File: config.mk
export PLATFORM = sky130hd
export DESIGN_NAME = core_top
export DESIGN_NICKNAME = d
export VERILOG_FILES = /design/src/design/bridge_pkg.sv /design/src/design/video_pkg.sv /design/src/design/core_bridge_regs.sv /design/src/design/video_sync_shaper.sv /design/src/design/video_pixel_path.sv /design/src/design/core_top.sv
export VERILOG_INCLUDE_DIRS = /design/src /design/src/design
export SDC_FILE = /design/constraint.sdc
export NUM_CORES = 1
export LEC_CHECK = 0
export BUFFER_PORTS_ARGS = -buffer_cell sky130_fd_sc_hd__buf_2
export CELL_PAD_IN_SITES_DETAIL_PLACEMENT = 1
export CELL_PAD_IN_SITES_GLOBAL_PLACEMENT = 1
export CORE_ASPECT_RATIO = 1.5
export CORE_MARGIN = 10
export CORE_UTILIZATION = 28
export DETAILED_ROUTE_END_ITERATION = 8
export GPL_ROUTABILITY_DRIVEN = 0
export HOLD_SLACK_MARGIN = 0.05
export MAX_ROUTING_LAYER = met4
export PLACE_DENSITY = 0.87
export SETUP_SLACK_MARGIN = 0.15
export SLEW_MARGIN = 20
export SYNTH_ARGS = -nofsm -noshare
export SYNTH_HDL_FRONTEND = slang
export SYNTH_HIERARCHICAL = 1
export SYNTH_SLANG_ARGS = --single-unit
File: constraint.sdc
create_clock -name clk_74a -period 1.35 [get_ports clk_74a]
set_clock_uncertainty 0.15 [all_clocks]
set_input_delay 0.135 -clock clk_74a [delete_from_list [all_inputs] [get_ports clk_74a]]
set_output_delay 0.135 -clock clk_74a [all_outputs]
set_load 0.01 [all_outputs]
File: src/design/core_params.svh
////////////////////////////////////////////////////////////
// core parameters
// bridge register map, reset stretch length, video sync
// shaping delay and save table constants
////////////////////////////////////////////////////////////
`ifndef CORE_PARAMS_SVH
`define CORE_PARAMS_SVH

// bridge word addresses of the core settings
`define CORE_ADDR_RESET      32'h050
`define CORE_ADDR_SYSTEM     32'h100
`define CORE_ADDR_TURBO      32'h110
`define CORE_ADDR_TRIPLE_BUF 32'h200
`define CORE_ADDR_FLICKER    32'h204
`define CORE_ADDR_ORIENT     32'h208
`define CORE_ADDR_FLIP_H     32'h20C
`define CORE_ADDR_FF_SOUND   32'h300

// cycles the external reset is held after a reset write
`define CORE_RESET_STRETCH 256

// hsync is pushed out this many cycles so it never meets vsync
`define CORE_HS_DELAY 7

// data slot index, not slot id
`define CORE_SLOT_INDEX 3

// save length terms
`define CORE_SAVE_BLOCK_BYTES 512
`define CORE_RTC_BYTES        12

`endif

File: src/design/bridge_pkg.sv
////////////////////////////////////////////////////////////
// bridge types
// host bridge words, core settings and data table writes
////////////////////////////////////////////////////////////
package bridge_pkg;

  // bridge address and data words
  typedef logic [31:0] bridge_word_t;

  // data slot table address
  typedef logic [9:0] table_addr_t;

  // save size in 512-byte blocks
  typedef logic [11:0] save_blocks_t;

  typedef enum logic [1:0] {
    ORIENT_AUTO           = 2'd0,
    ORIENT_HORIZONTAL     = 2'd1,
    ORIENT_VERTICAL       = 2'd2,
    ORIENT_HORIZONTAL_ALT = 2'd3
  } orientation_e;

  typedef struct packed {
    logic [1:0]   system;
    logic         cpu_turbo;
    logic         triple_buffer;
    logic [1:0]   flickerblend;
    orientation_e orientation;
    logic         flip_h;
    logic         ff_sound;
  } core_settings_t;

  typedef struct packed {
    logic         wren;
    table_addr_t  addr;
    bridge_word_t data;
  } datatable_wr_t;

endpackage

File: src/design/video_pkg.sv
////////////////////////////////////////////////////////////
// video types
// core video stream and the scaler facing output
////////////////////////////////////////////////////////////
package video_pkg;

  // 8 bits each of r, g, b
  typedef logic [23:0] pixel_t;

  // raw stream straight from the console core
  typedef struct packed {
    logic   hblank;
    logic   vblank;
    logic   hsync;
    logic   vsync;
    logic   is_vertical;
    pixel_t rgb;
  } core_video_t;

  // registered stream to the scaler
  typedef struct packed {
    logic   de;
    logic   hs;
    logic   vs;
    pixel_t rgb;
  } video_out_t;

endpackage

File: src/design/core_bridge_regs.sv
////////////////////////////////////////////////////////////
// core bridge registers
// decodes host bridge writes into the settings, stretches
// the external reset and reports the save length
////////////////////////////////////////////////////////////
`timescale 1ns/1ps
`include "core_params.svh"

module core_bridge_regs (
  input  logic                       clk_74a,
  input  logic                       pll_core_locked,
  input  bridge_pkg::bridge_word_t   bridge_addr,
  input  logic                       bridge_wr,
  input  bridge_pkg::bridge_word_t   bridge_wr_data,
  input  bridge_pkg::save_blocks_t   save_size,
  input  logic                       has_rtc,
  output bridge_pkg::core_settings_t settings,
  output logic                       external_reset,
  output bridge_pkg::datatable_wr_t  datatable
);

  import bridge_pkg::*;

  localparam int RST_W = $clog2(`CORE_RESET_STRETCH + 1);

  logic [RST_W-1:0] reset_cnt;
  logic             reset_wr;

  ////////////////////////////////////////////////////////////
  // settings registers

  always_ff @(posedge clk_74a or negedge pll_core_locked) begin
    if (!pll_core_locked) begin
      settings <= '0;
    end else if (bridge_wr) begin
      case (bridge_addr)
        `CORE_ADDR_SYSTEM: begin
          settings.system <= bridge_wr_data[1:0];
        end
        `CORE_ADDR_TURBO: begin
          settings.cpu_turbo <= bridge_wr_data[0];
        end
        `CORE_ADDR_TRIPLE_BUF: begin
          settings.triple_buffer <= bridge_wr_data[0];
        end
        `CORE_ADDR_FLICKER: begin
          settings.flickerblend <= bridge_wr_data[1:0];
        end
        `CORE_ADDR_ORIENT: begin
          settings.orientation <= orientation_e'(bridge_wr_data[1:0]);
        end
        `CORE_ADDR_FLIP_H: begin
          settings.flip_h <= bridge_wr_data[0];
        end
        `CORE_ADDR_FF_SOUND: begin
          settings.ff_sound <= bridge_wr_data[0];
        end
        default: begin
        end
      endcase
    end
  end

  ////////////////////////////////////////////////////////////
  // reset stretcher

  assign reset_wr = bridge_wr && (bridge_addr == `CORE_ADDR_RESET);

  // a fresh write restarts the count from the top
  always_ff @(posedge clk_74a or negedge pll_core_locked) begin
    if (!pll_core_locked) begin
      reset_cnt <= '0;
    end else if (reset_wr) begin
      reset_cnt <= RST_W'(`CORE_RESET_STRETCH);
    end else if (reset_cnt != '0) begin
      reset_cnt <= reset_cnt - RST_W'(1);
    end
  end

  // high while the count runs down
  assign external_reset = (reset_cnt != '0);

  ////////////////////////////////////////////////////////////
  // save length table entry

  always_ff @(posedge clk_74a or negedge pll_core_locked) begin
    if (!pll_core_locked) begin
      datatable <= '0;
    end else begin
      datatable.wren <= 1'b1;
      // odd entry of the slot holds the length
      datatable.addr <= table_addr_t'(2 * `CORE_SLOT_INDEX + 1);
      // rtc adds six 16-bit words after the save data
      datatable.data <= bridge_word_t'(save_size) * `CORE_SAVE_BLOCK_BYTES
                        + (has_rtc ? `CORE_RTC_BYTES : 0);
    end
  end

endmodule

File: src/design/video_sync_shaper.sv
////////////////////////////////////////////////////////////
// video sync shaper
// turns the core syncs into single-cycle pulses, with hsync
// delayed so it never lands on the vsync pulse
////////////////////////////////////////////////////////////
`timescale 1ns/1ps
`include "core_params.svh"

module video_sync_shaper (
  input  logic clk_74a,
  input  logic pll_core_locked,
  input  logic hsync_in,
  input  logic vsync_in,
  output logic hs,
  output logic vs
);

  localparam int HS_W = $clog2(`CORE_HS_DELAY + 1);

  logic            hsync_prev;
  logic            vsync_prev;
  logic [HS_W-1:0] hs_cnt;

  // previous samples for edge detect
  always_ff @(posedge clk_74a or negedge pll_core_locked) begin
    if (!pll_core_locked) begin
      hsync_prev <= 1'b0;
      vsync_prev <= 1'b0;
    end else begin
      hsync_prev <= hsync_in;
      vsync_prev <= vsync_in;
    end
  end

  // vsync pulse on the rising edge
  always_ff @(posedge clk_74a or negedge pll_core_locked) begin
    if (!pll_core_locked) begin
      vs <= 1'b0;
    end else begin
      vs <= vsync_in && !vsync_prev;
    end
  end

  // hsync delay counter, a new rising edge reloads it
  always_ff @(posedge clk_74a or negedge pll_core_locked) begin
    if (!pll_core_locked) begin
      hs_cnt <= '0;
      hs     <= 1'b0;
    end else begin
      hs <= (hs_cnt == HS_W'(1));
      if (hsync_in && !hsync_prev) begin
        hs_cnt <= HS_W'(`CORE_HS_DELAY);
      end else if (hs_cnt != '0) begin
        hs_cnt <= hs_cnt - HS_W'(1);
      end
    end
  end

endmodule

File: src/design/video_pixel_path.sv
////////////////////////////////////////////////////////////
// video pixel path
// data enable from the blanks, registered pixels and the
// orientation slot word after each active line
////////////////////////////////////////////////////////////
`timescale 1ns/1ps

module video_pixel_path (
  input  logic                     clk_74a,
  input  logic                     pll_core_locked,
  input  video_pkg::core_video_t   core_video,
  input  bridge_pkg::orientation_e orientation,
  output logic                     de,
  output video_pkg::pixel_t        rgb
);

  import video_pkg::*;
  import bridge_pkg::*;

  logic   de_now;
  logic   orient_sel;
  pixel_t slot_word;

  assign de_now = !(core_video.hblank || core_video.vblank);

  // any vertical orientation selects the second scaler slot
  always_comb begin
    case (orientation)
      ORIENT_AUTO:     orient_sel = core_video.is_vertical;
      ORIENT_VERTICAL: orient_sel = 1'b1;
      default:         orient_sel = 1'b0;
    endcase
  end

  // slot select lives in bit 13
  assign slot_word = {10'b0, orient_sel, 13'b0};

  always_ff @(posedge clk_74a or negedge pll_core_locked) begin
    if (!pll_core_locked) begin
      de  <= 1'b0;
      rgb <= '0;
    end else begin
      de <= de_now;
      if (de_now) begin
        rgb <= core_video.rgb;
      end else if (de) begin
        // trailing edge of the line
        rgb <= slot_word;
      end else begin
        rgb <= '0;
      end
    end
  end

endmodule

File: src/design/core_top.sv
////////////////////////////////////////////////////////////
// core top level
// bridge settings, reset stretcher, save table writer and
// video output conditioning on the bridge clock
////////////////////////////////////////////////////////////
`timescale 1ns/1ps

module core_top (
  input  logic                       clk_74a,
  input  logic                       pll_core_locked,
  input  bridge_pkg::bridge_word_t   bridge_addr,
  input  logic                       bridge_wr,
  input  bridge_pkg::bridge_word_t   bridge_wr_data,
  input  bridge_pkg::save_blocks_t   save_size,
  input  logic                       has_rtc,
  input  video_pkg::core_video_t     core_video,
  output bridge_pkg::core_settings_t settings,
  output logic                       external_reset,
  output bridge_pkg::datatable_wr_t  datatable,
  output video_pkg::video_out_t      video_out
);

  import video_pkg::*;

  logic   vid_hs;
  logic   vid_vs;
  logic   vid_de;
  pixel_t vid_rgb;

  core_bridge_regs u_bridge (
    .clk_74a        (clk_74a),
    .pll_core_locked(pll_core_locked),
    .bridge_addr    (bridge_addr),
    .bridge_wr      (bridge_wr),
    .bridge_wr_data (bridge_wr_data),
    .save_size      (save_size),
    .has_rtc        (has_rtc),
    .settings       (settings),
    .external_reset (external_reset),
    .datatable      (datatable)
  );

  video_sync_shaper u_sync (
    .clk_74a        (clk_74a),
    .pll_core_locked(pll_core_locked),
    .hsync_in       (core_video.hsync),
    .vsync_in       (core_video.vsync),
    .hs             (vid_hs),
    .vs             (vid_vs)
  );

  video_pixel_path u_pixel (
    .clk_74a        (clk_74a),
    .pll_core_locked(pll_core_locked),
    .core_video     (core_video),
    .orientation    (settings.orientation),
    .de             (vid_de),
    .rgb            (vid_rgb)
  );

  assign video_out = '{de: vid_de, hs: vid_hs, vs: vid_vs, rgb: vid_rgb};

endmodule

### After elaboration in Yosys (flattened, before gate mapping)

Index checks and enable logic that the tools add are counted.

| storage, ports and cells | value |
|---|---|
| word-level logic and storage cells | 58 |
| bits of input ports | 109 |
| output and inout port bits | 81 |
| register bits | 85 |

| operators by class | value |
|---|---|
| reduce and logical (&&, ||, !) cells | 19 |
| mux-type cells | 8 |
| add/subtract/negate cells | 3 |
| equal/unequal tests | 10 |

Operators by type and width:

| kind | number |
|---|---|
| $eq A32 B10 Y1 const B | 5 |
| $eq A32 B9 Y1 const B | 2 |
| $add A21 B32 Y32 | 1 |
| $eq A32 B7 Y1 const B | 1 |
| $mux W24 | 1 |
| $mux W9 | 2 |
| $mux W14 | 1 |
| $reduce_and A2 Y1 | 7 |
| $reduce_bool A9 Y1 | 1 |
| $sub A9 B1 Y9 const B | 1 |
| $mux W3 | 2 |
| $mux W4 | 1 |
| $reduce_bool A2 Y1 | 2 |
| $eq A3 B1 Y1 const B | 1 |
| $logic_and A1 B1 Y1 | 3 |
| $logic_not A1 Y1 | 3 |
| $reduce_bool A3 Y1 | 1 |
| $sub A3 B1 Y3 const B | 1 |
| $eq A2 B2 Y1 const B | 1 |
| $logic_not A2 Y1 | 1 |
| $pmux W1 S2 | 1 |
| $logic_or A1 B1 Y1 | 1 |

### Logic depth before layout (Yosys ltp)

| logic depth | value |
|---|---|
| depth after elaboration | 4 |
| mapped depth | 6 |
| gate-level depth less buffers | 6 |

### Modules after synthesis

Netlist, hierarchy kept.

By module, submodules not included:

| module | sequential area each (um^2) | cells an instance | instances | area an instance (um^2) |
|---|---|---|---|---|
| core_bridge_regs | 825.8 | 148 | 1 | 1,679.1 |
| video_pixel_path | 625.6 | 55 | 1 | 852.1 |
| video_sync_shaper | 175.2 | 23 | 1 | 306.5 |
| core_top | 0.0 | 3 | 1 | 22.5 |

### Worst setup path after synthesis

No wires, ideal clock.

| timing path | value |
|---|---|
| kind | reg2reg |
| from | register u_bridge.reset_cnt[5] |
| to | register u_bridge.reset_cnt[0] |
| buffers on the path | 0 |
| cell stages (with the launch flop) | 5 |
| clock period less this slack | 1.642 ns |
| path slack | -0.292 ns |
| arrival | 1.355 ns |
| cells stage by stage | dfrtp_1 -> nor4_2 -> nand3_1 -> xnor2_1 -> nor2_1 |

| on the way | value |
|---|---|
| word-level cells in the longest chain between the ends | 2 |

Ends and longest elaborated chain:

| item | RTL line | text |
|---|---|---|
| start, declared | core_bridge_regs.sv:26 | `logic [RST_W-1:0] reset_cnt;` |
| start signal, assigned | core_bridge_regs.sv:74 | `` reset_cnt <= RST_W'(`CORE_RESET_STRETCH); `` |
| start signal, assigned | core_bridge_regs.sv:76 | `reset_cnt <= reset_cnt - RST_W'(1);` |
| $reduce_bool A9 Y1 | -- |  |
| named net external_reset | core_top.sv:18 | `output logic external_reset,` |
| $reduce_bool A2 Y1 (no source line) | -- |  |

The timed path passes the listed nets, and every way through them passes these cells.
A chain may end at the register's enable or synchronous reset.

### Worst setup path in the final report

| timing path | value |
|---|---|
| from | register u_bridge.reset_cnt[3] |
| to | output port external_reset |

| on the way | value |
|---|---|
| word-level cells in the longest chain between the ends | 1 |

Ends and longest elaborated chain:

| item | RTL line | text |
|---|---|---|
| $reduce_bool A9 Y1 | core_bridge_regs.sv:81 | `assign external_reset = (reset_cnt != '0);` |
| end, declared | core_top.sv:18 |  |

Every way passes these cells.

==> impl_metrics.tcl <==
set metrics [dict create \
    setup-violations-final 19 \
    drc 0 \
    clock-root-buffer "clkbuf_16" \
    antenna_found_initial 0 \
    vias_per_cell 4.45 \
    die_area_um2 14700 \
    synthMuxAreaShare_pct 4.81 \
    maxCapViolations 0 \
    cp.required_ns 1.07 \
    ys.flop_type "dfrtp_1" \
    final_layout_size_suffix_gt1_share_pct 56.6 \
    setup_slack_ns -0.282 \
    dp.cells 487 \
    synth_top_family_by_area "simple AND/OR/NAND/NOR gates" \
    wl_um 10900 \
    startpoint "u_bridge/reset_cnt[3]" \
    hold_ws_ns 0.0862 \
    grt.busiest_layer "met2" \
    yosys_register_bits 65 \
    buffer_ports.inserted 134 \
    peakVddDrop_uv 858 \
    cp-end-kind "output port" \
    violations "setup timing" \
    final_common_cell "buf_2" \
    ff2ff_path_depth 6 \
    nets 555 \
    dieHeight_um 144 \
    layout_min_cycle_time_ns 1.63 \
    synth_area_per_cell_um2 12.5 \
    synth-compound-area-share_pct 3.46 \
    hold_path_class "primary input to flop" \
    grt_use_met3_pct 4.08 \
    clock_path_buffers 2 \
    synth_edf_count 0 \
    track_usage_pct 15.2 \
    p_leak_nw 2.52 \
    synthDistinctLibCells 49 \
    numCtsBuffers 9 \
    clock_sinks 65 \
    clock_latency_ns 0.32 \
    rows 45 \
    die_w_um 103 \
    vias 2508 \
    dp_hpwl_um 7140 \
    async_flop_share_pct 100 \
    worstSetupStartpointType "flop" \
    grt_pass1_wl_um 16400 \
    post-route-util_pct 48.9 \
    period_share_pct 121 \
    synth_seq_area_share_pct 56.9 \
    fin_setup_tns_ns -2.52 \
    grt_pass1_vias 3080 \
    wl_per_cell_um 19.3 \
    grtUsageMet1_pct 13.2 \
    overflow 0 \
    num_antenna_cells 0 \
    crit_type "flop to output port" \
    drtIter0Drc 54 \
    ioPinCount 190 \
    initial_core_util_pct 28.4 \
    grtUsageMet2_pct 29.6 \
    max_freq_mhz 613 \
    cp-endpoint "external_reset" \
    synthSimpleGateAreaFrac_pct 21.7 \
    crit_path_max_fanout 2 \
    place_ws_ns -0.434 \
    synthXorXnorAreaFrac_pct 1.22 \
    grt_max_degree 66 \
    r2r_start "u_bridge/reset_cnt[3]" \
    r2r-end "u_bridge/reset_cnt[0]" \
    drt_pass1_iterations 3 \
    cts.clk_slew.worst_paths_ns 0.05 \
    mostFrequentLayoutCells "buf_2, dfrtp_1, dlygate4sd3_1" \
    synth_area_um2 2860 \
    synthToLayoutAreaGrowth_pct 72.4 \
    cp_data_arrival_time_ns 1.35 \
    cts.htree.levels 3 \
    ant_nets 0 \
    rsz0062_at_grt "true" \
    power_density_nw_per_um2 1080 \
    synthCells 229 \
    cts_tree "built" \
    ys_warn_count 6 \
    slew_violations 0 \
    synth_fa_ha_area_share_pct 1.75 \
    fin_cells 564 \
    reg2reg_setup_slack_ns -0.23 \
    finalHoldViolCount 0 \
    status "finished, violations left" \
    core_region_area_um2 10100 \
]
==> metal layers <==
metal / share of wire [%] / up-vias
li1: - / 1153
met1: 31 / 1250
met2: 60 / 86
met3: 5.6 / 19
met4: 2.6 / 0
met5: 0 / -
==> how the worst min path moves through the flow <==
| stage | start | end | slack (ns) | depth (start not counted) |
|---|---|---|---|---|
| 4_1_cts | core_video[28] | u_pixel/rgb[8] | 0.06 | 3 |
| 2_1_floorplan | pll_core_locked | u_bridge/datatable[10] | -0.31 | 0 |
| 5_1_grt | core_video[27] | u_pixel/rgb[10] | 0.1 | 3 |
| 6_report | core_video[27] | u_pixel/rgb[8] | 0.09 | 3 |
| 3_5_place_dp | pll_core_locked | u_sync/vsync_prev | 0.03 | 2 |
| 3_3_place_gp | pll_core_locked | u_sync/vs | 0.02 | 2 |
==> report_power, final <==
part / internal, W / switching (W)
registers: 0.00205 / 0.0000583
logic: 0.000481 / 0.000445
clock network: 0.00147 / 0.000807
total: 0.00401 / 0.00131
==> logic make-up after synthesis <==
family | Yosys count
adder cells (fa/ha/maj) | 4
AND/OR/NAND/NOR | 89
flip-flops | 65
XOR/XNOR | 4
AO/OA/AOI/OAI | 13
other | 2
multiplexers | 12
buffers and inverters | 40
==> cell type report <==
type | instances | area (um2)
flip-flops and latches | 65 | 1630
multi-input cells | 148 | 1360
clock inverters | 5 | 55.1
clock buffers | 11 | 243
well taps | 117 | 146
inverters | 6 | 22.5
fillers | 1090 | 5150
repair buffers | 212 | 1480
==> through the flow <==
step                      area (um2)  total power [W]
after global routing            4930          0.00558
after floorplan                 3060          0.00254
after CTS                       4810          0.00530
after detailed placement        3760          0.00282
final                           4930          0.00532
after global placement          3760          0.00277
==> flip-flops by register name (all words and copies together) (netlist names) <==
| signal | cells |
|---|---|
| u_sync/vs | 1 |
| u_sync/hsync_prev | 1 |
| u_sync/hs_cnt | 3 |
| u_sync/hs | 1 |
| u_pixel/rgb | 24 |
| u_pixel/de | 1 |
| u_sync/vsync_prev | 1 |
| u_bridge/settings | 10 |
| u_bridge/datatable | 14 |
| u_bridge/reset_cnt | 9 |
==> synth_stat cells (2+ instances only) <==
| cell | number | share of area, % |
|---|---|---|
| mux2_2 | 3 | 1.2 |
| a21oi_1 | 5 | 0.87 |
| nor4_1 | 4 | 0.87 |
| nor2b_1 | 4 | 0.87 |
| nand4_1 | 4 | 0.87 |
| mux2_1 | 7 | 2.8 |
| nor4b_1 | 2 | 0.61 |
| and2_1 | 11 | 2.4 |
| nand2b_1 | 4 | 0.87 |
| nor2_1 | 12 | 1.6 |
| dfrtp_1 | 65 | 57 |
| xnor2_1 | 3 | 0.92 |
| buf_4 | 32 | 8.4 |
| nand2_1 | 5 | 0.66 |
| buf_6 | 2 | 0.79 |
| inv_1 | 6 | 0.79 |
| nor4_2 | 5 | 2.2 |
| conb_1 | 2 | 0.26 |
| nor3_1 | 4 | 0.70 |
| and2_2 | 13 | 3.4 |
| ha_1 | 4 | 1.7 |
| nand3_1 | 5 | 0.87 |
==> worst max-delay path: stages (launching register included) <==
cell and delay (ns):
dfrtp_1 0.41, nor4_4 0.34, nand3_2 0.14, buf_6 0.14
==> timing repair <==
item                                    in CTS  in global routing
hold buffers                                46                  0
setup buffers                               10                  5
resized for setup                           48                 21
endpoints found under the setup margin      25                 25
pin swaps                                   21                 19
hold endpoints to repair                   119                  0
Power figures use the tool's default switching activity.
